File: src/conv_pkg.sv
//////////////////////////////////////////////////////////////////////
// shared geometry, fixed-point types and requantisation constants
// for the stride-2 conv layer engine and its testbench
//////////////////////////////////////////////////////////////////////
package conv_pkg;

	//////////////////////////////////////////////////////////////////////
	// layer geometry
	//////////////////////////////////////////////////////////////////////
	localparam int W_IN   = 10;        // padded input width and height
	localparam int CH_IN  = 2;         // input channels
	localparam int K_DIM  = 3;         // kernel is K_DIM x K_DIM
	localparam int STRIDE = 2;
	localparam int W_OUT  = (W_IN - K_DIM) / STRIDE + 1; // 4
	localparam int CH_OUT = 4;         // one mac lane per output channel

	localparam int KK        = K_DIM * K_DIM;   // taps per input channel
	localparam int PLANE     = W_IN * W_IN;     // words per image channel
	localparam int N_TAPS    = CH_IN * KK;      // 18 taps per window
	localparam int IMG_DEPTH = CH_IN * PLANE;   // 200 image words
	localparam int N_OUT     = W_OUT * W_OUT;   // 16 output pixels

	// counter widths for the window walk
	localparam int K_W   = $clog2(K_DIM);
	localparam int CH_W  = $clog2(CH_IN);
	localparam int POS_W = $clog2(W_OUT);

	//////////////////////////////////////////////////////////////////////
	// fixed point, Q2.14 samples into a 32 bit accumulator
	//////////////////////////////////////////////////////////////////////
	localparam int DATA_W    = 16;
	localparam int ACC_W     = 32;
	localparam int FRAC_BITS = 14;

	typedef logic [$clog2(IMG_DEPTH)-1:0] img_addr_t; // 8 bits
	typedef logic [$clog2(N_TAPS)-1:0]    tap_t;      // 5 bits, also weight address
	typedef logic [$clog2(N_OUT)-1:0]     out_addr_t; // 4 bits, row * W_OUT + col

	typedef logic signed [DATA_W-1:0] pix_t;     // image word and bias value
	typedef pix_t [CH_OUT-1:0]        wvec_t;    // one weight per output channel
	typedef logic signed [ACC_W-1:0]  acc_t;
	typedef acc_t [CH_OUT-1:0]        acc_vec_t;
	typedef logic [CH_OUT-1:0][DATA_W-1:0] ofm_t; // rectified results

	localparam tap_t LAST_TAP = tap_t'(N_TAPS - 1);

	// requantisation: result is bits RQ_MSB..FRAC_BITS of the biased sum,
	// negative sums rectify to 0, sums at or above SAT_LIM clip to SAT_MAX
	localparam int                RQ_MSB  = FRAC_BITS + DATA_W - 1;  // 29
	localparam acc_t              SAT_LIM = acc_t'(1) <<< RQ_MSB;    // 2^29
	localparam logic [DATA_W-1:0] SAT_MAX = {1'b0, {(DATA_W-1){1'b1}}}; // 32767

endpackage

File: src/conv_result.sv
//////////////////////////////////////////////////////////////////////
// result stage, bias add, rectify and saturate into a holding register
// each output pixel leaves on a four-phase out_req/out_ack handshake
//////////////////////////////////////////////////////////////////////
`timescale 1ns/100ps

module conv_result (
	input  logic                clk,
	input  logic                rst,
	input  logic                bias_wr,
	input  logic [1:0]          bias_sel,   // output channel of the bias
	input  conv_pkg::pix_t      bias_wdata,
	input  conv_pkg::acc_vec_t  acc,
	input  logic                acc_valid,
	input  conv_pkg::out_addr_t acc_addr,
	input  logic                out_ack,
	output logic                hold_busy,  // capture until ack seen high
	output logic                out_req,
	output conv_pkg::out_addr_t out_addr,
	output conv_pkg::ofm_t      ofm
);
	import conv_pkg::*;

	typedef enum logic [1:0] {
		HS_IDLE, // waiting for a captured pixel
		HS_REQ,  // out_req high, waiting for ack
		HS_DROP  // out_req low, waiting for ack to fall
	} hs_state_t;

	hs_state_t hs_state;
	pix_t      bias_q [CH_OUT];
	acc_t      sum    [CH_OUT];
	ofm_t      rq;

	always_ff @(posedge clk) begin
		if (bias_wr)
			bias_q[bias_sel] <= bias_wdata;
	end

	//////////////////////////////////////////////////////////////////////
	// requantise, bias aligned to the Q4.28 accumulator
	//////////////////////////////////////////////////////////////////////
	always_comb begin
		for (int i = 0; i < CH_OUT; i++) begin
			sum[i] = acc[i] + (acc_t'(bias_q[i]) <<< FRAC_BITS);
			if (sum[i] < 0)
				rq[i] = '0;                        // rectify
			else if (sum[i] >= SAT_LIM)
				rq[i] = SAT_MAX;                   // clip
			else
				rq[i] = sum[i][RQ_MSB:FRAC_BITS];  // back to Q2.14
		end
	end

	// holding register, decode stalls so a capture never lands on a full one
	always_ff @(posedge clk) begin
		if (acc_valid) begin
			ofm      <= rq;
			out_addr <= acc_addr;
		end
	end

	//////////////////////////////////////////////////////////////////////
	// four-phase handshake
	//////////////////////////////////////////////////////////////////////
	always_ff @(posedge clk or negedge rst) begin
		if (!rst) begin
			hs_state  <= HS_IDLE;
			out_req   <= 1'b0;
			hold_busy <= 1'b0;
		end else begin
			case (hs_state)
				HS_IDLE: if (hold_busy) begin // ack already seen low
					out_req  <= 1'b1;
					hs_state <= HS_REQ;
				end
				HS_REQ: if (out_ack) begin
					out_req   <= 1'b0;
					hold_busy <= 1'b0; // register free again
					hs_state  <= HS_DROP;
				end
				HS_DROP: if (!out_ack)
					hs_state <= HS_IDLE;
				default: hs_state <= HS_IDLE;
			endcase
			if (acc_valid)
				hold_busy <= 1'b1;
		end
	end

	a_req_until_ack: assert property (@(posedge clk) disable iff (!rst)
		(out_req && !out_ack) |=> out_req);

	a_data_stable: assert property (@(posedge clk) disable iff (!rst)
		(out_req && !out_ack) |=> ($stable(out_addr) && $stable(ofm)));

endmodule

File: config.mk
export PLATFORM = sky130hd
export DESIGN_NAME = conv_result
export DESIGN_NICKNAME = d
export VERILOG_FILES = /design/src/conv_pkg.sv /design/src/conv_result.sv
export SDC_FILE = /design/constraint.sdc
export NUM_CORES = 1
export LEC_CHECK = 0
export BUFFER_PORTS_ARGS = -buffer_cell sky130_fd_sc_hd__clkbuf_2
export CORE_UTILIZATION = 40
export DETAILED_ROUTE_END_ITERATION = 8
export GPL_ROUTABILITY_DRIVEN = 0
export GPL_TIMING_DRIVEN = 0
export HOLD_SLACK_MARGIN = 0.1
export PLACE_DENSITY = 0.63
export REMOVE_ABC_BUFFERS = 1
export SYNTH_ARGS = -nofsm -noshare
export SYNTH_HDL_FRONTEND = slang
export SYNTH_SLANG_ARGS = --single-unit
File: constraint.sdc
create_clock -name clk -period 4.8 [get_ports clk]
set_input_delay 0.72 -clock clk [delete_from_list [all_inputs] [get_ports clk]]
set_output_delay 0.72 -clock clk [all_outputs]
set_load 0.02 [all_outputs]
==> results.ini <==
[worst_hold_path]
min_path_type = in -> reg

[pwr]
power.leakage_uw = 0.00398
total_power_uw = 3700
p_per_area_mw_per_mm2 = 386
p_int_uw = 2660
switching_share_pct = 28.0
seqPwrFrac_pct = 41.0
clkPwrFrac_pct = 35.8
p_sw_uw = 1040
peakVddDrop_v = 0.000246
power_frac_comb_pct = 23.1

[critical_path]
path_max_fanout = 15
crit_type = in -> reg
worstSetupEndpointType = register
crit_path_start_kind = primary input
required_ps = 4910
critical_path_arrival_ps = 3870

[run_status]
status = finished, final reports clean

[grt]
grt_pass1_wl_microns = 27600
grt_max_degree = 68
grt_pass1_vias = 5557
overflow = 0
grt_antenna_before_repair = 0
track_usage_pct = 18.3

[detailed_routing]
wl_per_cell_microns = 16.0
drt_drc_violations_left = 0
drtPass1Iterations = 4
antenna_left = 0
totalWireLength_microns = 17800
drt_iter0_markers = 243
vias_per_cell = 5.22
via_count = 5816

[placed_design]
place.port_buffers = 168
dp_slack_ps = 657
placed_area_sq_mm = 0.00897
place_hpwl_microns = 13400

[sta]
fin_ws_ps = 1030
finalSetupViolCount = 0
max_slew.worst_pin.slew_ps = 1260
period_minus_slack_ps = 3770
period_share_pct = 78.4
maxSlewViolCount = 0
hold_viol = 0
rsz0062_at_grt = no
fin_setup_tns_ps = 0
max_slew_margin_pct = 15.8
clock.fmax_mhz = 266
fin_skew_ps = 6.98

[yosys]
netlist_instances = 662
synth_edf_count = 132
ys_seq_elements = 136
netlist_area_sq_mm = 0.00780
postSynthAreaPerCell_sq_um = 11.8
ys_types = 59
async_reset_ff_share_pct = 2.94
seq_area_frac_synth_pct = 52.1
yosysWarnings = 0
synth_flop_cell = edfxtp_1

[final_layout]
layout_commonest_cell = clkbuf_2
layout.nets = 1070
final_cell_mix = clkbuf_2, edfxtp_1, a21oi_1
multi_input_area_sq_mm = 0.00360
diodes = 0
utilization_pct = 50.7
drive_gt1_share_pct = 24.2
final_area_sq_mm = 0.00957
syn2layout_area_growth_pct = 22.7
num-fill-cells = 1770
layout.area.seq_sq_mm = 0.00406

[cts]
clk_path_buf_depth = 2
cts_tree = yes
cts_sinks = 136
ctsHtreeMaxLevel = 4
insertion_delay_ps = 420
post_cts_buffers = 0
cts_buffers = 17
cts-root-buf = clkbuf_16
clkSlewWorstSetupHoldPaths_ps = 60

[floorplan]
fp.dieW_microns = 142
io_pins = 225
coreArea_sq_mm = 0.0189
start_util_pct = 41.3
dieArea_sq_mm = 0.0201
die_h_microns = 142
rows = 50

[flow_run]
maxCapViolCount = 0

==> power groups by stage <==
| stage | registers (uW) | clock network [uW] | logic (uW) |
|---|---|---|---|
| finish | 1520 | 1320 | 855 |
| global route | 1530 | 1400 | 950 |
| CTS | 1520 | 1350 | 864 |
| detailed placement | 1540 | 0 | 858 |
| global placement | 1550 | 0 | 843 |
| floorplan | 1650 | 0 | 472 |
==> registers in the layout, summed over array words and instances (netlist names) <==
register,flops
hs_state,2
ofm,64
out_addr,4
hold_busy,1
bias_q,64
out_req,1
==> logic make-up (layout without fill, tap and decap cells) <==
group                    Yosys count  after routing  synth area share [%]
AO/OA/AOI/OAI                    223            223                  18.8
XOR/XNOR                          59             59                  6.63
adder cells (fa/ha/maj)           72             72                  11.9
buffers and inverters             36            225                  1.97
flip-flops                       136            136                  52.1
multiplexers                       1              1                 0.128
other                              1              4                0.0481
AND/OR/NAND/NOR                  134            134                  8.42
==> cells in the mapped netlist, types with 3 or more instances <==
library cell,instances,area share [%]
nand2_1,31,1.5
fa_1,4,1.0
o211ai_1,4,0.39
buf_2,6,0.39
and3_1,8,0.64
and2_1,5,0.40
nand4_1,3,0.24
nand2b_1,9,0.72
o21a_1,25,2.4
nand3_1,11,0.71
inv_1,23,1.1
nor2_1,37,1.8
o21bai_1,6,0.58
a311oi_1,3,0.34
o41ai_1,3,0.34
o31ai_1,4,0.39
a21o_1,21,2.0
xnor2_1,32,3.6
xor2_1,27,3.0
o311ai_0,5,0.56
o21ai_0,32,2.1
nor2b_1,7,0.56
o31a_1,5,0.56
edfxtp_1,132,51
a21oi_1,82,5.3
clkbuf_1,5,0.24
nor3_1,13,0.83
ha_1,68,11
a211oi_1,10,0.96
dfrtp_1,4,1.3
==> final cells by class <==
type                    instances  area share, %
clock inverters                12           1.66
well taps                     260           3.40
multi-input cells             493           37.7
clock buffers                  18           4.48
repair buffers                172           9.44
inverters                      23          0.902
flip-flops and latches        136           42.5
==> worst max-delay path, stage by stage <==
cell and delay, ps:
clkbuf_2 80, ha_1 180, inv_1 60, fa_1 390
nand2b_1 180, a21oi_1 190, o21ai_1 150, o31ai_1 500
a2111oi_1 190, xnor2_1 160, o22ai_1 910, a21oi_1 170
==> layer usage <==
layer / GRT usage [%] / vias up / share of wire [%]
met1: 24.6 / 2743 / 48
met2: 29.6 / 147 / 47
met3: 3.27 / 20 / 4.2
li1: - / 2906 / -
met4: 6.51 / 0 / 1.4
met5: 0 / - / 0
==> stage by stage <==
stage | instances | hold slack [ps]
floorplan | 652 | 424
global placement | 1080 | 479
detailed placement | 1083 | 494
CTS | 1114 | 457
global route | 1114 | 466
finish | 1114 | 477
==> final timing paths <==
kind / startpoint / end / slack, ps / cells after the start
max: acc[78] / ofm[46]$_SDFFCE_PP0P_ / 1030 / 12
min: acc_addr[2] / out_addr[2]$_DFFE_PP_ / 480 / 1
max reg2reg: bias_q[2][0]$_DFFE_PP_ / ofm[46]$_SDFFCE_PP0P_ / 1090 / 11
min reg2reg: hs_state[1]$_DFFE_PN0P_ / hs_state[0]$_DFFE_PN0P_ / 510 / 1
max in group asynchronous: rst / hs_state[1]$_DFFE_PN0P_ / 4040 / 2
min in group asynchronous: rst / out_req$_DFFE_PN0P_ / 640 / 2
==> repair_timing <==
action / CTS / global route
resized for setup: 0 / 0
hold buffers: 1 / 0
hold endpoints to repair: 4 / 0
endpoints found under the setup margin: 0 / 0
No activity file was read; power rests on OpenSTA's default activity.
