--- src/conv_pkg.sv ---
//////////////////////////////////////////////////////////////////////
// shared geometry, fixed-point types and requantisation constants
// for the stride-2 conv layer engine and its testbench
//////////////////////////////////////////////////////////////////////
package conv_pkg;

	//////////////////////////////////////////////////////////////////////
	// layer geometry
	//////////////////////////////////////////////////////////////////////
	localparam int W_IN   = 10;        // padded input width and height
	localparam int CH_IN  = 2;         // input channels
	localparam int K_DIM  = 3;         // kernel is K_DIM x K_DIM
	localparam int STRIDE = 2;
	localparam int W_OUT  = (W_IN - K_DIM) / STRIDE + 1; // 4
	localparam int CH_OUT = 4;         // one mac lane per output channel

	localparam int KK        = K_DIM * K_DIM;   // taps per input channel
	localparam int PLANE     = W_IN * W_IN;     // words per image channel
	localparam int N_TAPS    = CH_IN * KK;      // 18 taps per window
	localparam int IMG_DEPTH = CH_IN * PLANE;   // 200 image words
	localparam int N_OUT     = W_OUT * W_OUT;   // 16 output pixels

	// counter widths for the window walk
	localparam int K_W   = $clog2(K_DIM);
	localparam int CH_W  = $clog2(CH_IN);
	localparam int POS_W = $clog2(W_OUT);

	//////////////////////////////////////////////////////////////////////
	// fixed point, Q2.14 samples into a 32 bit accumulator
	//////////////////////////////////////////////////////////////////////
	localparam int DATA_W    = 16;
	localparam int ACC_W     = 32;
	localparam int FRAC_BITS = 14;

	typedef logic [$clog2(IMG_DEPTH)-1:0] img_addr_t; // 8 bits
	typedef logic [$clog2(N_TAPS)-1:0]    tap_t;      // 5 bits, also weight address
	typedef logic [$clog2(N_OUT)-1:0]     out_addr_t; // 4 bits, row * W_OUT + col

	typedef logic signed [DATA_W-1:0] pix_t;     // image word and bias value
	typedef pix_t [CH_OUT-1:0]        wvec_t;    // one weight per output channel
	typedef logic signed [ACC_W-1:0]  acc_t;
	typedef acc_t [CH_OUT-1:0]        acc_vec_t;
	typedef logic [CH_OUT-1:0][DATA_W-1:0] ofm_t; // rectified results

	localparam tap_t LAST_TAP = tap_t'(N_TAPS - 1);

	// requantisation: result is bits RQ_MSB..FRAC_BITS of the biased sum,
	// negative sums rectify to 0, sums at or above SAT_LIM clip to SAT_MAX
	localparam int                RQ_MSB  = FRAC_BITS + DATA_W - 1;  // 29
	localparam acc_t              SAT_LIM = acc_t'(1) <<< RQ_MSB;    // 2^29
	localparam logic [DATA_W-1:0] SAT_MAX = {1'b0, {(DATA_W-1){1'b1}}}; // 32767

endpackage

--- src/conv_mac_array.sv ---
//////////////////////////////////////////////////////////////////////
// execute stage, one signed multiply-accumulate per output channel
// a window's first tap restarts the sum, its last tap flags it valid
//////////////////////////////////////////////////////////////////////
`timescale 1ns/100ps

module conv_mac_array (
	input  logic                clk,
	input  logic                rst,
	input  conv_pkg::pix_t      pix,       // image sample for this tap
	input  conv_pkg::wvec_t     wgt,       // weights of every lane for this tap
	input  logic                tap_first,
	input  logic                tap_last,
	input  conv_pkg::out_addr_t win_addr,
	output conv_pkg::acc_vec_t  acc,
	output logic                acc_valid, // one cycle after the last tap
	output conv_pkg::out_addr_t acc_addr
);
	import conv_pkg::*;

	//////////////////////////////////////////////////////////////////////
	// mac lanes
	//////////////////////////////////////////////////////////////////////
	for (genvar i = 0; i < CH_OUT; i++) begin : g_lane
		acc_t prod;

		// Q2.14 x Q2.14 gives Q4.28, fits the accumulator
		assign prod = acc_t'(pix) * acc_t'($signed(wgt[i]));

		always_ff @(posedge clk) begin
			if (tap_first)
				acc[i] <= prod;          // new window
			else
				acc[i] <= acc[i] + prod; // bubbles read zero and add nothing
		end
	end

	always_ff @(posedge clk or negedge rst) begin
		if (!rst)
			acc_valid <= 1'b0;
		else
			acc_valid <= tap_last;
	end

	always_ff @(posedge clk) begin
		if (tap_last)
			acc_addr <= win_addr; // stays with acc_valid
	end

	// a window always spans more than one tap
	a_flags_apart: assert property (@(posedge clk) disable iff (!rst)
		!(tap_first && tap_last));

endmodule

--- config.mk ---
export PLATFORM = sky130hd
export DESIGN_NAME = conv_mac_array
export DESIGN_NICKNAME = d
export VERILOG_FILES = /design/src/conv_pkg.sv /design/src/conv_mac_array.sv
export SDC_FILE = /design/constraint.sdc
export NUM_CORES = 2
export LEC_CHECK = 0
export BUFFER_PORTS_ARGS = -buffer_cell sky130_fd_sc_hd__buf_2
export CORE_MARGIN = 10
export CORE_UTILIZATION = 25
export CTS_CLUSTER_SIZE = 16
export DETAILED_ROUTE_END_ITERATION = 6
export PLACE_DENSITY = 0.5
export SLEW_MARGIN = 20
export SYNTH_ARGS = -nofsm -noshare
export SYNTH_HDL_FRONTEND = slang
export SYNTH_SLANG_ARGS = --single-unit
--- constraint.sdc ---
create_clock -name clk -period 9.5 [get_ports clk]
set_clock_uncertainty 0.2 [all_clocks]
set_input_delay 0.95 -clock clk [delete_from_list [all_inputs] [get_ports clk]]
set_output_delay 0.95 -clock clk [all_outputs]
set_load 0.05 [all_outputs]
==> impl_metrics.sql <==
INSERT INTO impl_metrics (metric_group, metric, value, unit) VALUES
('setup_path', 'timing.critical_path.slowest_cell_delay', '0.54', 'ns'),
('grt', 'antenna_found_initial', '20', ''),
('placement', 'buffers_added_on_ports', '220', ''),
('min_path', 'holdCritPathClass', 'register to register', ''),
('sta', 'hold_violations', '0', ''),
('placement', 'dp_hpwl', '115.3', 'mm'),
('clocking', 'clock_latency', '0.51', 'ns'),
('synthesis', 'synth.cell_area', '0.04919', 'sq mm'),
('finish', 'post-route-cell-area', '0.05430', 'sq mm'),
('grt', 'grt_pass1_wl', '218.8', 'mm'),
('floorplan', 'floorplan.rows', '162', ''),
('synthesis', 'syn_inst', '5544', ''),
('synthesis', 'synth.ff_latch_count', '133', ''),
('sta', 'relSlewSlack', '61.07', '%'),
('synthesis', 'synth_flop_cell', 'dfxtp_1', ''),
('synthesis', 'synth_edf_count', '4', ''),
('synthesis', 'post_synth_num_cell_types', '76', ''),
('clocking', 'clock_tree_sinks', '133', ''),
('clocking', 'clk_transition_reported_paths', '0.06', 'ns'),
('finish', 'syn2layout_area_growth', '10.38', '%'),
('clocking', 'cts_inserted_buffers', '17', ''),
('synthesis', 'fraction_of_the_mapped_netlist_area_in_adder_cells', '54.51', '%'),
('synthesis', 'yosys-mux-area-fraction', '0.4986', '%'),
('synthesis', 'syn_area_per_cell', '8.873', 'sq um'),
('setup_path', 'worst-endpoint-required', '9.70', 'ns'),
('clocking', 'postCtsSetupRepairBufs', '0', ''),
('setup_path', 'timing.critical_path.to_type', 'register', ''),
('synthesis', 'proportion_of_register_bits_with_asynchronous_set_or_reset_after_synthesis', '0.7519', '%'),
('sta', 'final.min_clock_period', '8.799', 'ns'),
('setup_path', 'critPathKind', 'input pin to register', ''),
('clocking', 'cts-root-to-sink-buffers', '2', ''),
('sta', 'timing.final.setup_violations', '0', ''),
('flow_run', 'cap_violations', '0', ''),
('drt', 'routed_wire_length_per_instance', '15.90', 'microns'),
('setup_path', 'worstPathMaxFanout', '16', ''),
('clocking', 'cts_htree_levels', '4', ''),
('clocking', 'cts_tree', 'yes', ''),
('drt', 'pre_repair_dr_iteration_count', '5', ''),
('finish', 'final_net_count', '7262', ''),
('placement', 'dpl-instance-area', '0.05368', 'sq mm'),
('sta', 'timing.setup.tns', '0', 'ns'),
('sta', 'holdWs', '0.4007', 'ns'),
('drt', 'drt-vias-per-instance', '4.274', ''),
('finish', 'layout_commonest_cell', 'inv_1', ''),
('finish', 'layout.cells.most_common_list', 'inv_1 (1,227), fa_1 (1,052), nand2_1 (607), and2_1 (507), ha_1 (460)', ''),
('drt', 'drt_iter0_drc', '1403', ''),
('sta', 'maxClockFrequency', '0.1137', 'GHz'),
('sta', 'timing.final.crit_share', '92.62', '%'),
('synthesis', 'synth_compound_gate_area_share', '9.129', '%'),
('synthesis', 'syn_nets', '7144', ''),
('placement', 'gpl.final_weighted_congestion', '0.8220', ''),
('floorplan', 'die_h', '463.6', 'microns'),
('synthesis', 'seq_area_frac_synth', '5.504', '%'),
('sta', 'max_slew.worst_pin.slew', '0.5790', 'ns'),
('sta', 'final_max_slew_viol_count', '0', ''),
('grt', 'grt_max_degree', '56', ''),
('setup_path', 'critPathArrivalTime', '9.00', 'ns'),
('grt', 'grt_overflow_total', '0', ''),
('floorplan', 'die_x', '463.6', 'microns'),
('setup_path', 'timing.critical_path.slowest_stage_cell', 'fa_1', ''),
('sta', 'setup_repair_after_global_routing_missed_its_margin', 'false', ''),
('drt', 'drc', '0', ''),
('floorplan', 'core_area', '0.1954', 'sq mm'),
('setup_path', 'critical_path.most_common_cell', 'fa_1', ''),
('setup_path', 'critPathLaunchType', 'input pin', ''),
('floorplan', 'floorplan.initialDensity', '25.17', '%'),
('floorplan', 'die_area', '0.2149', 'sq mm'),
('drt', 'drt-total-wl', '132.0', 'mm'),
('synthesis', 'synth_xor_xnor_area_share', '4.487', '%'),
('synthesis', 'dominant_combinational_cell_family_by_area_after_synthesis', 'adder cells', ''),
('drt', 'route.vias.total', '35499', ''),
('floorplan', 'top_level_ports', '221', ''),
('drt', 'ant_nets', '0', ''),
('clocking', 'clock-root-buffer', 'clkbuf_16', ''),
('status', 'run_status', 'finished, final reports clean', ''),
('grt', 'grt.total_usage', '12.59', '%'),
('grt', 'via_count_of_the_first_global_routing_pass', '38793', ''),
('finish', 'drive_gt1_share', '6.662', '%'),
('synthesis', 'yosysWarnings', '0', ''),
('synthesis', 'yosys.area_share.simple', '14.92', '%');
[final cells by class]
type | count | area, sq um
fill | 20964 | 141100
multi-input combinational | 3977 | 41100
inverter | 1228 | 4611
tap | 2624 | 3283
sequential | 133 | 2708
timing repair buffer | 305 | 1986
clock buffer | 21 | 460.4
clock inverter | 10 | 131.4
antenna | 7 | 17.52
[state kept, by name, indices dropped and copies added, names as in the netlist]
| register | count |
|---|---|
| acc_addr | 4 |
| acc_valid | 1 |
| acc | 128 |
[Yosys cell counts (4+ instances only)]
cell type / n / area (sq um)
a21oi_1: 206 / 1031
nand2b_1: 48 / 300.3
o2111ai_1: 4 / 35.03
a211o_1: 14 / 122.6
nor3_1: 27 / 135.1
a211oi_1: 23 / 172.7
nand2_1: 607 / 2278
o31ai_1: 17 / 127.6
o21a_1: 35 / 262.8
or4_1: 4 / 30.03
dfxtp_1: 128 / 2562
a31o_2: 5 / 43.79
o21ai_0: 156 / 780.8
or3_1: 9 / 56.30
nor2b_1: 24 / 150.1
a21o_1: 106 / 795.8
xnor2_1: 176 / 1541
o211ai_1: 14 / 105.1
o31a_1: 5 / 43.79
buf_1: 12 / 45.04
ha_1: 460 / 5756
mux2_2: 20 / 225.2
a31oi_1: 17 / 106.4
nand3_1: 31 / 155.2
edfxtp_1: 4 / 120.1
clkbuf_1: 194 / 728.2
and3_1: 22 / 137.6
o21bai_1: 29 / 217.7
o22ai_1: 5 / 31.28
xor2_1: 76 / 665.6
or2_2: 6 / 37.54
nor2_1: 168 / 630.6
and2_1: 507 / 3172
a21boi_0: 5 / 37.54
o21ai_1: 18 / 90.09
fa_1: 1052 / 21060
inv_1: 1228 / 4609
nand4_1: 18 / 112.6
o221ai_1: 4 / 35.03
[final timing paths]
kind / from / to / slack, ns / cells past startpoint
setup / recovery: wgt[5] / acc[30]$_DFF_P_ / 0.70 / 34
hold / removal: acc[32]$_DFF_P_ / acc[32]$_DFF_P_ / 0.40 / 2
setup reg to reg: acc[64]$_DFF_P_ / acc[94]$_DFF_P_ / 5.69 / 13
hold reg to reg: acc[32]$_DFF_P_ / acc[32]$_DFF_P_ / 0.40 / 2
max in group asynchronous: rst / acc_valid$_DFF_PN0_ / 8.49 / 2
min in group asynchronous: rst / acc_valid$_DFF_PN0_ / 0.52 / 2
[worst max-delay path: cells and delay by family]
kind / cells / cell delay, ns
adder cells (fa/ha/maj): 8 / 3.30
AO/OA/AOI/OAI: 13 / 2.74
AND/OR/NAND/NOR: 5 / 0.94
buffers and inverters: 5 / 0.57
multiplexers: 1 / 0.27
XOR/XNOR: 2 / 0.20
[per-stage QoR]
step / util [%] / worst slack, ns / instances
floorplan: - / 0.9031 / 5544
global placement: 27.47 / 0.2238 / 8266
detailed placement: 27.47 / 0.2005 / 8266
CTS: 27.78 / 0.7580 / 8298
global route: 27.78 / 0.2227 / 8303
finish: 27.79 / 0.7013 / 8305
[metal layers]
layer	track usage (%)	vias to the layer above	routed length, microns
met1	16.83	17807	61650
li1	-	17092	-
met2	20.86	481	61480
met3	2.304	113	6059
met4	3.275	6	2813
met5	0	-	33
[kinds of logic after synthesis]
group           count (synthesis)
flops                         133
compound gates                702
buf+inv                      1434
mux                            22
fa+ha+maj                    1512
xor+xnor                      252
simple gates                 1489
[repair_timing]
item	in CTS	in global routing
endpoints found under the hold margin	1	0
resized for setup	0	0
hold buffers	1	0
Power is left out: the tool's default activity adds up to more than one toggle a clock period on the data nets, which glitch-free logic cannot reach.
