==> config.mk <==
export PLATFORM = sky130hd
export DESIGN_NAME = conv_window_decode
export DESIGN_NICKNAME = d
export VERILOG_FILES = /design/src/conv_pkg.sv /design/src/conv_window_decode.sv
export SDC_FILE = /design/constraint.sdc
export NUM_CORES = 1
export LEC_CHECK = 0
export BUFFER_PORTS_ARGS = -buffer_cell sky130_fd_sc_hd__buf_2
export CAP_MARGIN = 20
export CORE_ASPECT_RATIO = 1.2
export CORE_MARGIN = 1
export CORE_UTILIZATION = 40
export CTS_CLUSTER_SIZE = 16
export DETAILED_ROUTE_END_ITERATION = 16
export PLACE_DENSITY_LB_ADDON = 0.08
export SKIP_CTS_REPAIR_TIMING = 1
export SLEW_MARGIN = 20
export SYNTH_ARGS = -nofsm -noshare
export SYNTH_HDL_FRONTEND = slang
export SYNTH_SLANG_ARGS = --single-unit
==> constraint.sdc <==
create_clock -name clk -period 3.6 [get_ports clk]
set_input_delay 0.72 -clock clk [delete_from_list [all_inputs] [get_ports clk]]
set_output_delay 0.72 -clock clk [all_outputs]
set_load 0.03 [all_outputs]
==> src/conv_pkg.sv <==
//////////////////////////////////////////////////////////////////////
// shared geometry, fixed-point types and requantisation constants
// for the stride-2 conv layer engine and its testbench
//////////////////////////////////////////////////////////////////////
package conv_pkg;

	//////////////////////////////////////////////////////////////////////
	// layer geometry
	//////////////////////////////////////////////////////////////////////
	localparam int W_IN   = 10;        // padded input width and height
	localparam int CH_IN  = 2;         // input channels
	localparam int K_DIM  = 3;         // kernel is K_DIM x K_DIM
	localparam int STRIDE = 2;
	localparam int W_OUT  = (W_IN - K_DIM) / STRIDE + 1; // 4
	localparam int CH_OUT = 4;         // one mac lane per output channel

	localparam int KK        = K_DIM * K_DIM;   // taps per input channel
	localparam int PLANE     = W_IN * W_IN;     // words per image channel
	localparam int N_TAPS    = CH_IN * KK;      // 18 taps per window
	localparam int IMG_DEPTH = CH_IN * PLANE;   // 200 image words
	localparam int N_OUT     = W_OUT * W_OUT;   // 16 output pixels

	// counter widths for the window walk
	localparam int K_W   = $clog2(K_DIM);
	localparam int CH_W  = $clog2(CH_IN);
	localparam int POS_W = $clog2(W_OUT);

	//////////////////////////////////////////////////////////////////////
	// fixed point, Q2.14 samples into a 32 bit accumulator
	//////////////////////////////////////////////////////////////////////
	localparam int DATA_W    = 16;
	localparam int ACC_W     = 32;
	localparam int FRAC_BITS = 14;

	typedef logic [$clog2(IMG_DEPTH)-1:0] img_addr_t; // 8 bits
	typedef logic [$clog2(N_TAPS)-1:0]    tap_t;      // 5 bits, also weight address
	typedef logic [$clog2(N_OUT)-1:0]     out_addr_t; // 4 bits, row * W_OUT + col

	typedef logic signed [DATA_W-1:0] pix_t;     // image word and bias value
	typedef pix_t [CH_OUT-1:0]        wvec_t;    // one weight per output channel
	typedef logic signed [ACC_W-1:0]  acc_t;
	typedef acc_t [CH_OUT-1:0]        acc_vec_t;
	typedef logic [CH_OUT-1:0][DATA_W-1:0] ofm_t; // rectified results

	localparam tap_t LAST_TAP = tap_t'(N_TAPS - 1);

	// requantisation: result is bits RQ_MSB..FRAC_BITS of the biased sum,
	// negative sums rectify to 0, sums at or above SAT_LIM clip to SAT_MAX
	localparam int                RQ_MSB  = FRAC_BITS + DATA_W - 1;  // 29
	localparam acc_t              SAT_LIM = acc_t'(1) <<< RQ_MSB;    // 2^29
	localparam logic [DATA_W-1:0] SAT_MAX = {1'b0, {(DATA_W-1){1'b1}}}; // 32767

endpackage

==> src/conv_window_decode.sv <==
//////////////////////////////////////////////////////////////////////
// decode stage that walks output pixels and their 18 kernel taps
// issues image and weight read addresses and stalls on a full result
//////////////////////////////////////////////////////////////////////
`timescale 1ns/100ps

module conv_window_decode (
	input  logic                clk,
	input  logic                rst,
	input  logic                en,        // level signal, runs the engine while high
	input  logic                hold_busy, // result holding register occupied
	output conv_pkg::img_addr_t img_raddr,
	output conv_pkg::tap_t      wgt_raddr,
	output logic                tap_first, // aligned with memory read data
	output logic                tap_last,
	output conv_pkg::out_addr_t win_addr,
	output logic                done
);
	import conv_pkg::*;

	tap_t              tap_q;      // tap index inside the window
	logic [K_W-1:0]    kc_q;       // kernel column
	logic [K_W-1:0]    kr_q;       // kernel row
	logic [CH_W-1:0]   kch_q;      // input channel
	logic [POS_W-1:0]  col_q;      // output pixel column
	logic [POS_W-1:0]  row_q;      // output pixel row
	logic              all_issued; // last tap of last window has gone out
	logic              last_cap;   // last window sits in the result stage
	logic              active;
	logic              stall;
	logic              issue;
	img_addr_t         origin;
	img_addr_t         offset;

	assign active = en && !all_issued;
	assign stall  = hold_busy && (tap_q == LAST_TAP); // only the closing tap waits
	assign issue  = active && !stall;

	// window origin is the output position scaled by the stride
	assign origin = img_addr_t'((row_q * STRIDE) * W_IN + col_q * STRIDE);
	assign offset = img_addr_t'(kch_q * PLANE + kr_q * W_IN + kc_q); // channel-major planes

	// park both addresses out of range when nothing is issued
	assign img_raddr = issue ? img_addr_t'(origin + offset) : '1;
	assign wgt_raddr = issue ? tap_q : '1;

	//////////////////////////////////////////////////////////////////////
	// tap and pixel counters
	//////////////////////////////////////////////////////////////////////
	always_ff @(posedge clk or negedge rst) begin
		if (!rst) begin
			tap_q      <= '0;
			kc_q       <= '0;
			kr_q       <= '0;
			kch_q      <= '0;
			col_q      <= '0;
			row_q      <= '0;
			all_issued <= 1'b0;
			last_cap   <= 1'b0;
			done       <= 1'b0;
			tap_first  <= 1'b0;
			tap_last   <= 1'b0;
		end else if (!en) begin // idle so rewind for the next run
			tap_q      <= '0;
			kc_q       <= '0;
			kr_q       <= '0;
			kch_q      <= '0;
			col_q      <= '0;
			row_q      <= '0;
			all_issued <= 1'b0;
			last_cap   <= 1'b0;
			done       <= 1'b0;
			tap_first  <= 1'b0;
			tap_last   <= 1'b0;
		end else begin
			tap_first <= issue && (tap_q == '0);
			tap_last  <= issue && (tap_q == LAST_TAP);
			if (issue) begin
				if (tap_q == LAST_TAP) begin // window complete so move to the next pixel
					tap_q <= '0;
					kc_q  <= '0;
					kr_q  <= '0;
					kch_q <= '0;
					if (col_q == POS_W'(W_OUT - 1)) begin
						col_q <= '0;
						if (row_q == POS_W'(W_OUT - 1)) begin
							row_q      <= '0;
							all_issued <= 1'b1;
						end else
							row_q <= row_q + 1'b1;
					end else
						col_q <= col_q + 1'b1;
				end else begin
					tap_q <= tap_q + 1'b1;
					if (kc_q == K_W'(K_DIM - 1)) begin
						kc_q <= '0;
						if (kr_q == K_W'(K_DIM - 1)) begin
							kr_q  <= '0;
							kch_q <= kch_q + 1'b1; // next input plane
						end else
							kr_q <= kr_q + 1'b1;
					end else
						kc_q <= kc_q + 1'b1;
				end
			end
			// hold_busy rises on the last capture and falls on its ack
			if (all_issued && hold_busy)
				last_cap <= 1'b1;
			if (last_cap && !hold_busy)
				done <= 1'b1; // held until en drops
		end
	end

	// pixel index travels with the tap flags
	always_ff @(posedge clk) begin
		win_addr <= out_addr_t'({row_q, col_q});
	end

	a_addr_range: assert property (@(posedge clk) disable iff (!rst)
		issue |-> (img_raddr < IMG_DEPTH));

	// while running the tap counter holds still only on the closing tap
	a_stall_tap: assert property (@(posedge clk) disable iff (!rst)
		active |=> ((tap_q != $past(tap_q)) || (tap_q == LAST_TAP)));

endmodule

==> flow_summary.toml <==
[sta]
finalCritPeriodShare = 0.9764
clock.fmax_ghz = 0.2845
drv_slew = 0
worst_pin_slew_ps = 508.8
rsz0062_at_grt = "true"
slew_headroom = 0.6595
fin_ws_ps = 84.92
clock_skew_ps = 2.735
setup_viol = 0
final_hold_viol_count = 0
period_needed_ps = 3515
tns_ps = 0

[pwr]
pwr-share-comb = 0.157
p_int_w = 0.0003682
p_leak_nw = 0.8518
clockPowerShare = 0.321
switching_share = 0.2921
peakVddDrop_mv = 0.2527
power-per-cell-area_nw_per_um2 = 304.1
finalPower_w = 0.0005202
power.switching_w = 0.0001520
seqPwrFrac = 0.522

[synthesis]
yosysWarningCount = 0
synthCells = 154
synth_top_area_frac = 0.3240
yosys.area.top_type = "dfrtp_1"
synthFlopType = "dfrtp_1"
ys_seq_area_frac = 0.3785
syn_nets = 178
synthArstFlopShare = 0.8261
synthesis.area_um2 = 1468
syn_area_per_cell_um2 = 9.530
yosysMostFrequentCell = "nand2_1"
synth.area.top_cells = "dfrtp_1, ha_1, nand2_1"
ys_top_cells_by_count = "nand2_1, dfrtp_1, ha_1"
synth_seq_cells = 23
synth-edff-count = 0
synth_cell_types = 39

[clock_tree]
clk_pin_slew_ps = 90
cts_buffer_depth = 2
cts-root-buf = "clkbuf_8"
cts_tree = "done"
cts_sinks = 23
clk_latency_ps = 270
htreeDepth = 1
cts_inserted_buffers = 3

[place]
dp_hpwl_um = 2134
place.port_buffers = 23
pre_cts_slack_ps = 88.92
gp_congestion = 0.7831

[setup_path]
cp.required_ps = 2880
crit_path_end_kind = "output pin"
critPathMaxFanout = 4
crit_slowest_cell = "fa_1"
critPathKind = "register to output pin"
cp_slowest_stage_delay_ps = 430
path_cells = "inv_1 > fa_1 > fa_2 > inv_2 > ha_4 > inv_2 > fa_2 > nand2b_4 > a21oi_2 > xnor2_1 > nand2_1 > buf_6"
crit_path_start_kind = "register"
arrival_ps = 2800

[global_routing]
grt_pass1_vias = 1122
grt_use_total = 0.1675
gr-total-overflow = 0
grt_max_degree = 25
grt_antenna_before_repair = 0
grt_pass1_wl_um = 4981

[final_layout]
diodes = 0
drive_above_1_share = 0.2611
area_growth_pct = 16.54
fin_nets = 205
num-fill-cells = 322

[die]
die_w_um = 57.30
initial_core_util = 0.4286
rows = 23
ioPinCount = 24
core_area_um2 = 3425
die_area_um2 = 3916
die_height_um = 68.36

[outcome]
status = "finished with violations"
violations = "design-rule violations"

[drt]
ant_nets = 0
vias_per_cell = 5.134
drcViolationCount = 2
initialDrtViolationCount = 32
wire_per_inst_um = 13.59
first_pass_iters = 12
wirelength_um = 2950
num_vias = 1114

[run]
drv_cap = 0

[worst_hold_path]
hold_class = "input pin to asynchronous set/reset pin"
## worst max-delay path: cells and delay by family, from the launching register on
family | cells | cell delay [ps]
AOI/OAI and AO/OA | 1 | 140
xor gates and xnor gates | 1 | 120
adders and majority gates | 4 | 1270
buffers and inverters | 4 | 340
DFF | 1 | 420
and+or+nand+nor | 2 | 230
## cell families (layout without fill, tap and decap cells)
| logic type | count (synthesis) | after routing | synth area share |
|---|---|---|---|
| flops | 23 | 23 | 0.3785 |
| compound gates | 23 | 23 | 0.1074 |
| xor+xnor | 4 | 4 | 0.02387 |
| buf+inv | 20 | 46 | 0.06223 |
| fa+ha+maj | 20 | 20 | 0.1910 |
| simple gates | 64 | 64 | 0.2370 |
## layer usage
layer | up-vias | global-route usage | share of wire
met2 | 21 | 0.3059 | 0.48
met4 | 0 | 0.04573 | 0.012
met5 | - | 0 | 0
met3 | 4 | 0.02836 | 0.032
met1 | 523 | 0.2040 | 0.47
li1 | 566 | - | -
## final cells by class
type	count	area [µm²]	area share
Multi-Input combinational cell	111	849.6	0.4967
Sequential cell	23	558.0	0.3263
Timing Repair Buffer	27	151.4	0.08851
Inverter	15	56.30	0.03292
Tap cell	37	46.29	0.02707
Clock buffer	3	41.29	0.02414
Clock inverter	1	7.507	0.004389
## metrics by stage
stage | std cells | hold WS (ps) | util | cell area, µm²
2_1_floorplan | 154 | 391.0 | - | 1468
3_3_place_gp | 209 | 407.0 | 0.4655 | 1594
3_5_place_dp | 209 | 412.0 | 0.4655 | 1594
4_1_cts | 213 | 407.4 | 0.4797 | 1643
5_1_grt | 217 | 411.3 | 0.4995 | 1710
6_report | 217 | 386.6 | 0.4995 | 1710
## power groups by stage
stage	logic [W]	clock network, W	registers [W]
after detailed placement	0.0000805	0	0.000277
after global placement	0.0000802	0	0.000277
final	0.0000815	0.000167	0.000272
after CTS	0.0000807	0.000172	0.000272
after global routing	0.0000909	0.000185	0.000273
after floorplan	0.0000537	0	0.000278
## final timing paths
| path | from | endpoint | slack (ps) | cells after the start |
|---|---|---|---|---|
| min reg2reg | row_q[0]$_DFFE_PN0P_ | win_addr[2]$_DFF_P_ | 440 | 0 |
| min in group clk | row_q[0]$_DFFE_PN0P_ | win_addr[2]$_DFF_P_ | 440 | 0 |
| min | rst | row_q[1]$_DFFE_PN0P_ | 390 | 1 |
| max | col_q[1]$_DFFE_PN0P_ | img_raddr[7] | 80 | 12 |
| max in group asynchronous | rst | kch_q$_DFFE_PN0P_ | 2870 | 1 |
| max reg2reg | tap_q[1]$_DFFE_PN0P_ | col_q[0]$_DFFE_PN0P_ | 1670 | 6 |
## sequential cells by signal, summed over array words and instances, names as in the netlist
| register | count |
|---|---|
| kr_q | 2 |
| col_q | 2 |
| row_q | 2 |
| tap_last | 1 |
| tap_q | 5 |
| done | 1 |
| tap_first | 1 |
| kc_q | 2 |
| last_cap | 1 |
| kch_q | 1 |
| win_addr | 4 |
| all_issued | 1 |
## placed cells by master, fill, tap and decap left out, types with 5 or more instances in the layout
cell / netlist / layout
nand2_1: 22 / 22
buf_2: 1 / 22
dfrtp_1: 19 / 17
ha_1: 16 / 15
inv_1: 15 / 11
nor2_1: 8 / 8
nand2b_1: 7 / 6
a21oi_1: 6 / 5
nand3_1: 5 / 5
nor3_1: 5 / 5
No activity file was read; power rests on OpenSTA's default activity.
