### config.mk
export PLATFORM = sky130hd
export DESIGN_NAME = conv_mem
export DESIGN_NICKNAME = d
export VERILOG_FILES = /design/src/conv_mem.sv
export SDC_FILE = /design/constraint.sdc
export NUM_CORES = 1
export LEC_CHECK = 0
export ABC_CLOCK_PERIOD_IN_PS = 3700
export BUFFER_PORTS_ARGS = -buffer_cell sky130_fd_sc_hd__buf_4
export CAP_MARGIN = 30
export CORE_ASPECT_RATIO = 1.2
export CORE_MARGIN = 5
export CORE_UTILIZATION = 56
export CTS_BUF_LIST = sky130_fd_sc_hd__clkbuf_16
export CTS_CLUSTER_DIAMETER = 200
export DETAILED_ROUTE_END_ITERATION = 8
export PLACE_DENSITY_LB_ADDON = 0.15
export SLEW_MARGIN = 20
export SYNTH_ARGS = -nofsm -noshare
export SYNTH_HDL_FRONTEND = slang
export SYNTH_SLANG_ARGS = --single-unit
### constraint.sdc
create_clock -name clk -period 3.7 [get_ports clk]
set_input_delay 0.74 -clock clk [delete_from_list [all_inputs] [get_ports clk]]
set_output_delay 0.74 -clock clk [all_outputs]
set_load 0.02 [all_outputs]
### src/conv_mem.sv
//////////////////////////////////////////////////////////////////////
// register-array memory, one write port and a registered read port
// holds either image samples or weight vectors via the word type
//////////////////////////////////////////////////////////////////////
`timescale 1ns/100ps

module conv_mem #(
	parameter type word_t = logic [15:0],
	parameter int  DEPTH  = 16
) (
	input  logic                     clk,
	input  logic                     wr,
	input  logic [$clog2(DEPTH)-1:0] waddr,
	input  word_t                    wdata,
	input  logic [$clog2(DEPTH)-1:0] raddr,
	output word_t                    rdata
);

	word_t mem [DEPTH];

	always_ff @(posedge clk) begin
		if (wr)
			mem[waddr] <= wdata; // loads only happen with the engine idle
	end

	// read data one cycle after the address
	// addresses past the last word read as zero, the decoder parks
	// there when idle so bubbles feed zero products into the macs
	always_ff @(posedge clk) begin
		if (raddr < DEPTH)
			rdata <= mem[raddr];
		else
			rdata <= '0;
	end

	// a live read never collides with a load of the same word
	a_no_rw_collide: assert property (@(posedge clk)
		(wr && (raddr < DEPTH)) |-> (waddr != raddr));

endmodule

==> results.md, run 1 <==
* Sequential area share after synthesis at 0.797
* Unrepaired setup endpoints after global routing: no
* Die H at 157 µm
* Vias per cell at 6.20
* Final Power at 6.12 mW
* DP Worst Slack at 1120 ps
* # rows at 53
* DR WL/cell at 26.2 µm
* Root Driver: clkbuf_16
* Antenna fix cells at 0
* Total track usage at 0.192
* # IOs at 42
* Simple-gate share of the synthesized area at 0.0192
* Mapped Cells at 432
* RD Place Congestion at 0.741
* Via count at 4585
* CP arrival at 2210 ps
* Internal power at 4.88 mW
* Clock Latency Late Sink at 500 ps
* Num CTS Buffers at 25
* Final hold violations at 0
* Peak VDD IR at 0.386 mV
* Post-CTS Setup Inserts at 0
* Largest family of logic cells by synthesized area: multiplexers
* Initial Util at 0.572
* RR Endpoint: rdata[10]
* Lkg Pwr at 3.78 nW
* Worst Hold End: mem[5][5]
* Worst Max-Slew Pin Slew at 946 ps
* Required time of the critical path at 3890 ps
* Largest net degree at the start of global routing at 65
* Dpl hpwl at 10.6 mm
* Vias in the first global route at 4877
* Die area at 0.0207 mm²
* Comb power frac at 0.055
* H-tree level count at 1
* Placed Cells at 694
* Crit Reg-Reg Startpoint: mem[1][10]
* CTS tree: built
* P_sw at 1.24 mW
* Final hold slack at 520 ps
* Final setup TNS at 0 ps
* Syn-to-layout area delta at 14.2%
* Post-cts sizing count at 0
* Cell Area, Placed at 0.0107 mm²
* Status: finished, final reports clean
* Slew HR at 0.370
* Compound-cell area share of the yosys netlist at 0.0239
* Tmin final at 2020 ps
* Clk pin slew, worst setup/hold paths at 60 ps
* Post-route insts no fill at 739
* Clk_skew at 8.03 ps
* Syn Nets at 458
* Hold depth at 1
* Nets at 527
* Hold buffer count at CTS at 0
* Drt total wl at 19.4 mm
* Final ANT Viol Nets at 0
* Port Buffers at 41
* Reg2Reg Depth at 3
* Clk sinks at 272
* Synth warnings at 0
* CTS Buffer Depth at 3
* Syn Area/Cell at 23.2 µm²
* Reg2reg setup slack at 2340 ps
* Max-slew violations at 0
* P per Cell Area at 533 mW/mm²
* Hold Crit Start: wdata[5]
* Setup crit end kind: flop
* Max Clk Rate at 495 MHz
* Sw Ratio at 0.202
* Drt first pass iters at 4
* Post-Synth XOR/XNOR Area at 0
* Seq cells post-synth at 272
* Fin area at 0.0115 mm²
* Clk network pwr share at 0.379
* Core Util, Final at 0.653
* Synth Cell Area at 0.0100 mm²
* Post-synthesis mux area share at 0.147
* Yosys cell types at 19
* Initial antenna violation count at 0
* Die X-Extent at 132 µm
* Crit-path max FO at 10
* Reg power frac at 0.566
* Max-Cap Viols at 0
* Core area at 0.0176 mm²
* Final period util at 0.546
* Crit Path Class: in -> reg
* Post-Synth Adder-Cell Area at 0
* First-pass GRT wire length at 29.7 mm
* Total grt overflow at 0
* Layout cells sized above 1 at 0.322
* Crit start category: input port
* DRT iter0 DRCs at 445
* DRC viols at 0
* Count of final setup violators at 0
* Worst hold path class: in -> reg
* Post-route setup slack at 1680 ps
==> cells in the mapped netlist, drive strengths merged <==
master	n	area (µm²)
nor2b	2	12.5
clkbuf	8	30.0
mux4	64	1480
and2	1	6.26
nand2b	2	12.5
nor2	13	48.8
buf	13	93.8
nand3	1	5.00
or3b	1	8.76
dfxtp	16	320
a22oi	32	240
nor3	4	20.0
edfxtp	256	7690
nand3b	2	15.0
nand2	17	63.8
==> sequential cells by signal (all words and copies together), names as in the netlist <==
register and cells:
mem 256, rdata 16
==> worst max-delay path: stages <==
cell	delay, ps
buf_4	120
or3b_2	540
nor2_2	450
buf_4	340
==> per-layer routing <==
layer,vias up,GRT usage,part of all wire
li1,1974,-,-
met1,2454,0.279,0.43
met2,122,0.318,0.50
met3,35,0.0228,0.049
met4,0,0.0490,0.019
met5,-,0,0
==> power groups by stage <==
stage	combinational, mW	clock, mW	sequential, mW
after detailed placement	0.343	0	3.53
after global routing	0.365	2.51	3.47
after CTS	0.344	2.36	3.46
after global placement	0.336	0	3.52
final	0.336	2.32	3.46
after floorplan	0.168	0	3.55
==> cell type report <==
cell class | instances | area [µm²]
Sequential cell | 272 | 8010
Multi-Input combinational cell | 139 | 1960
Tap cell | 220 | 275
Clock buffer | 25 | 626
Fill cell | 1122 | 6100
Timing Repair Buffer | 63 | 485
Clock inverter | 20 | 118
==> cells in the final DEF (no fill, tap or decap) <==
cell        instances
a22oi_1            32
and2_1              1
buf_12              1
buf_4              62
bufinv_16           1
clkbuf_16          25
clkinv_1            4
clkinv_2            4
clkinvlp_4          3
dfxtp_1            16
edfxtp_1          256
inv_1               8
mux4_1             10
mux4_2             54
nand2_1            17
nand2b_1            2
nand3_1             1
nand3b_1            2
nor2_1              1
nor2_2             12
nor2b_1             2
nor3_2              4
or3b_2              1
==> how the worst max path moves through the flow <==
stage,cells past startpoint,slack [ps],start,to
floorplan,2,900,waddr[2],mem[0][0]
global placement,5,1150,raddr[0],rdata[0]
detailed placement,5,1120,raddr[0],rdata[0]
CTS,5,1650,raddr[0],rdata[0]
global route,5,1540,raddr[0],rdata[1]
finish,4,1680,waddr[2],mem[2][14]
==> kinds of logic (layout without fill, tap and decap cells) <==
logic type	count (synthesis)	in the layout
compound gates	32	32
buf+inv	21	108
flops	272	272
mux	64	64
simple gates	43	43
No activity file was read; power rests on OpenSTA's default activity.
==> run 2: changes to the inputs <==
--- a/config.mk
+++ b/config.mk
@@ -5,7 +5,8 @@
 export SDC_FILE = /design/constraint.sdc
 export NUM_CORES = 1
 export LEC_CHECK = 0
-export ABC_CLOCK_PERIOD_IN_PS = 3700
+export ABC_AREA = 1
+export ABC_CLOCK_PERIOD_IN_PS = 1730
 export BUFFER_PORTS_ARGS = -buffer_cell sky130_fd_sc_hd__buf_4
 export CAP_MARGIN = 30
 export CORE_ASPECT_RATIO = 1.2
==> constraint.sdc (replaced) <==
create_clock -name clk -period 1.73 [get_ports clk]
set_input_delay 0.346 -clock clk [delete_from_list [all_inputs] [get_ports clk]]
set_output_delay 0.346 -clock clk [all_outputs]
set_load 0.02 [all_outputs]
==> run 2 against run 1 <==
Clock-buffer cell count is 2 higher. Via count is 61% higher. Global-route usage is 3.4 points higher. Critical path depth is 3 lower. Final area is 14% higher. Sequential share of layout area is 8.6 points lower. Die area is 12% higher. First-iteration DRC count is 35% higher. Combinational power grew to 2.9 times the previous value. Cell count is 91% higher. Clock skew is 0.74 ps lower. Critical path type is now reg -> out. Largest cell class unchanged. Largest power group unchanged.
==> results.md, run 2 <==
* Status: finished, final reports clean
* Hold buffer count at CTS at 0 (unchanged)
* Leading post-synthesis cells by cell area: edfxtp_1, nand2_1, nand3_1
* Final Power at 13.7 mW (+120%)
* Max-slew violations at 0 (unchanged)
* CP arrival at 1110 ps (-1100 ps)
* Slowest cell on crit path: dfxtp_1
* Core Util, Final at 0.651 (-0.00179)
* Fin area at 0.0131 mm² (+14%)
* Synth Flop Type: edfxtp_1
* Crit path to: rdata[5]
* Crit start category: flop
* Max Clk Rate at 687 MHz
* Synth Cell Area at 0.0114 mm² (+13%)
* Placed Cells at 1367 (+97%)
* Crit path buffers/inverters at 1 (-1)
* Clk sinks at 272 (unchanged)
* Total track usage at 0.226 (+0.0344)
* Required time of the critical path at 1380 ps (-2510 ps)
* Reg2Reg Depth at 6 (+3)
* DR WL/cell at 18.4 µm (-30%)
* Count of final setup violators at 0 (unchanged)
* Die H at 166 µm (+6.0%)
* Post-CTS Setup Inserts at 0 (unchanged)
* First-pass GRT wire length at 40.7 mm (+37%)
* Core area at 0.0201 mm² (+14%)
* # rows at 57 (+7.5%)
* Crit-path max FO at 1 (-9)
* Delay-heaviest family, CP: flip-flops
* Initial antenna violation count at 0 (unchanged)
* Filler cells at 1556 (+39%)
* Lkg Pwr at 5.66 nW (+50%)
* Regs by FF count: mem (256), rdata (16)
* Nets at 1156 (+120%)
* Commonest non-fill, non-tap cell in the layout: nand2_1
* H-tree level count at 1 (unchanged)
* Post-route insts no fill at 1415 (+91%)
* Die area at 0.0233 mm² (+12%)
* Post-route setup slack at 274 ps (-1410 ps)
* Syn-to-layout area delta at 15.1%
* Largest net degree at the start of global routing at 73 (+12%)
* Final hold slack at 109 ps (-411 ps)
* Port Buffers at 41 (unchanged)
* Reg2reg setup slack at 780 ps (-1560 ps)
* Unrepaired setup endpoints after global routing: no
* Seq cells post-synth at 272 (unchanged)
* Top-count cell post-synth: nand2_1
* Worst Max-Slew Pin Slew at 345 ps (-600 ps)
* RD Place Congestion at 0.768 (+3.7%)
* Sequential area share after synthesis at 0.704 (-0.0937)
* Synth area leader: edfxtp_1
* Top post-synthesis cells by count: nand2_1, edfxtp_1, inv_1
* Cell Area, Placed at 0.0123 mm² (+15%)
* Peak VDD IR at 0.828 mV (+110%)
* Worst path max stage delay at 410 ps (-130 ps)
* Initial Util at 0.566 (-0.00564)
* Commonest cells after routing, fill and taps aside: nand2_1, edfxtp_1, inv_1
* P per Cell Area at 1040 mW/mm² (+96%)
* Drt first pass iters at 5 (+1)
* Layout cells sized above 1 at 0.114 (-0.208)
* Vias per cell at 5.22 (-16%)
* Worst hold path class: in -> reg
* Die X-Extent at 140 µm (+6.0%)
* Clk_skew at 7.29 ps (-0.742 ps)
* RR Endpoint: rdata[9]
* Max-Cap Viols at 0 (unchanged)
* Final hold violations at 0 (unchanged)
* Total grt overflow at 0 (unchanged)
* Critical path depth at 1 (-3)
* Setup crit end kind: output port
* Max reg flops at 256 (unchanged)
* Crit Path Class: reg -> out
* Vias in the first global route at 7210 (+48%)
* Clk pin slew, worst setup/hold paths at 70 ps (about the same)
* Synth warnings at 0 (unchanged)
* Number of synthesized flops with an enable pin at 256 (unchanged)
* Synth top area share at 0.675 (-0.0900)
* # IOs at 42 (unchanged)
* Dpl hpwl at 14.4 mm (+36%)
* Crit path launch: rdata[5]
* Final ANT Viol Nets at 0 (unchanged)
* Antenna fix cells at 0 (unchanged)
* Tmin final at 1460 ps
* Crit Reg-Reg Startpoint: mem[11][9]
* Final period util at 0.841
* CTS Buffer Depth at 3 (unchanged)
* Biggest register: mem
* Post-cts sizing count at 0 (unchanged)
* Via count at 7386 (+61%)
* Synth async-reset ratio at 0 (unchanged)
* Syn Area/Cell at 10.6 µm² (-54%)
* Cells along the critical path: buf_4
* Slew HR at 0.770 (+0.400)
* Syn Nets at 1100 (+140%)
* Mapped Cells at 1074 (+150%)
* Clock Latency Late Sink at 530 ps (+30 ps)
* Multi-input combinational cell area at 0.00236 mm² (+21%)
* Drt total wl at 26.0 mm (+34%)
* Final setup TNS at 0 ps (unchanged)
* CTS tree: built
* DRC viols at 0 (unchanged)
* Num CTS Buffers at 26 (+4.0%)
* Root Driver: clkbuf_16
* DRT iter0 DRCs at 599 (+35%)
* DP Worst Slack at 208 ps (-913 ps)
* Yosys cell types at 13 (-6)
* Register Area at 0.00801 mm² (unchanged)
[run 2: cell types whose count changed after synthesis, sizes merged, moves of 2 or more]
cell	previous run	this run
nand2	17	341
inv	0	198
nand3	1	193
mux4	64	0
a22oi	32	0
buf	13	41
nor2	13	17
nor3	4	0
clkbuf	8	10
nand2b	2	0
nor2b	2	0
[run 2: cell type report]
| cell class | instances | area share |
|---|---|---|
| clock buffer | 27 | 0.0516 |
| clock inverter | 21 | 0.00879 |
| inverter | 198 | 0.0569 |
| multi-input combinational | 553 | 0.181 |
| sequential | 272 | 0.612 |
| tap | 265 | 0.0253 |
| timing repair buffer | 79 | 0.0654 |
[run 2: worst min-delay path by stage]
stage / startpoint / endpoint / slack [ps] / cells past startpoint
floorplan: wdata[0] / mem[0][0] / 440 / 0
global placement: mem[10][7] / rdata[7] / 630 / 6
detailed placement: mem[10][7] / rdata[7] / 630 / 6
CTS: wdata[9] / mem[13][9] / 100 / 1
global route: wdata[9] / mem[12][9] / 110 / 1
finish: wdata[9] / mem[13][9] / 110 / 1
[run 2: logic make-up (layout without fill, tap and decap cells)]
family	Yosys count	count (layout)	synth area share
buffers and inverters	249	325	0.0921
and+or+nand+nor	553	553	0.204
DFF	272	272	0.704
[run 2: layer usage]
layer  vias to the layer above  track usage  wire, µm
met5                         -            0         0
met1                      3522        0.296     10600
met4                         0       0.0763       764
li1                       3579            -         -
met3                        57       0.0282      1640
met2                       228        0.392     13100
[run 2: power breakdown]
part	leakage [nW]	internal [mW]	switching, mW	total (mW)
combinational	2.78	0.327	0.646	0.973
sequential	2.45	7.36	0.0468	7.41
clock	0.430	2.95	2.34	5.29
total	5.66	10.6	3.03	13.7
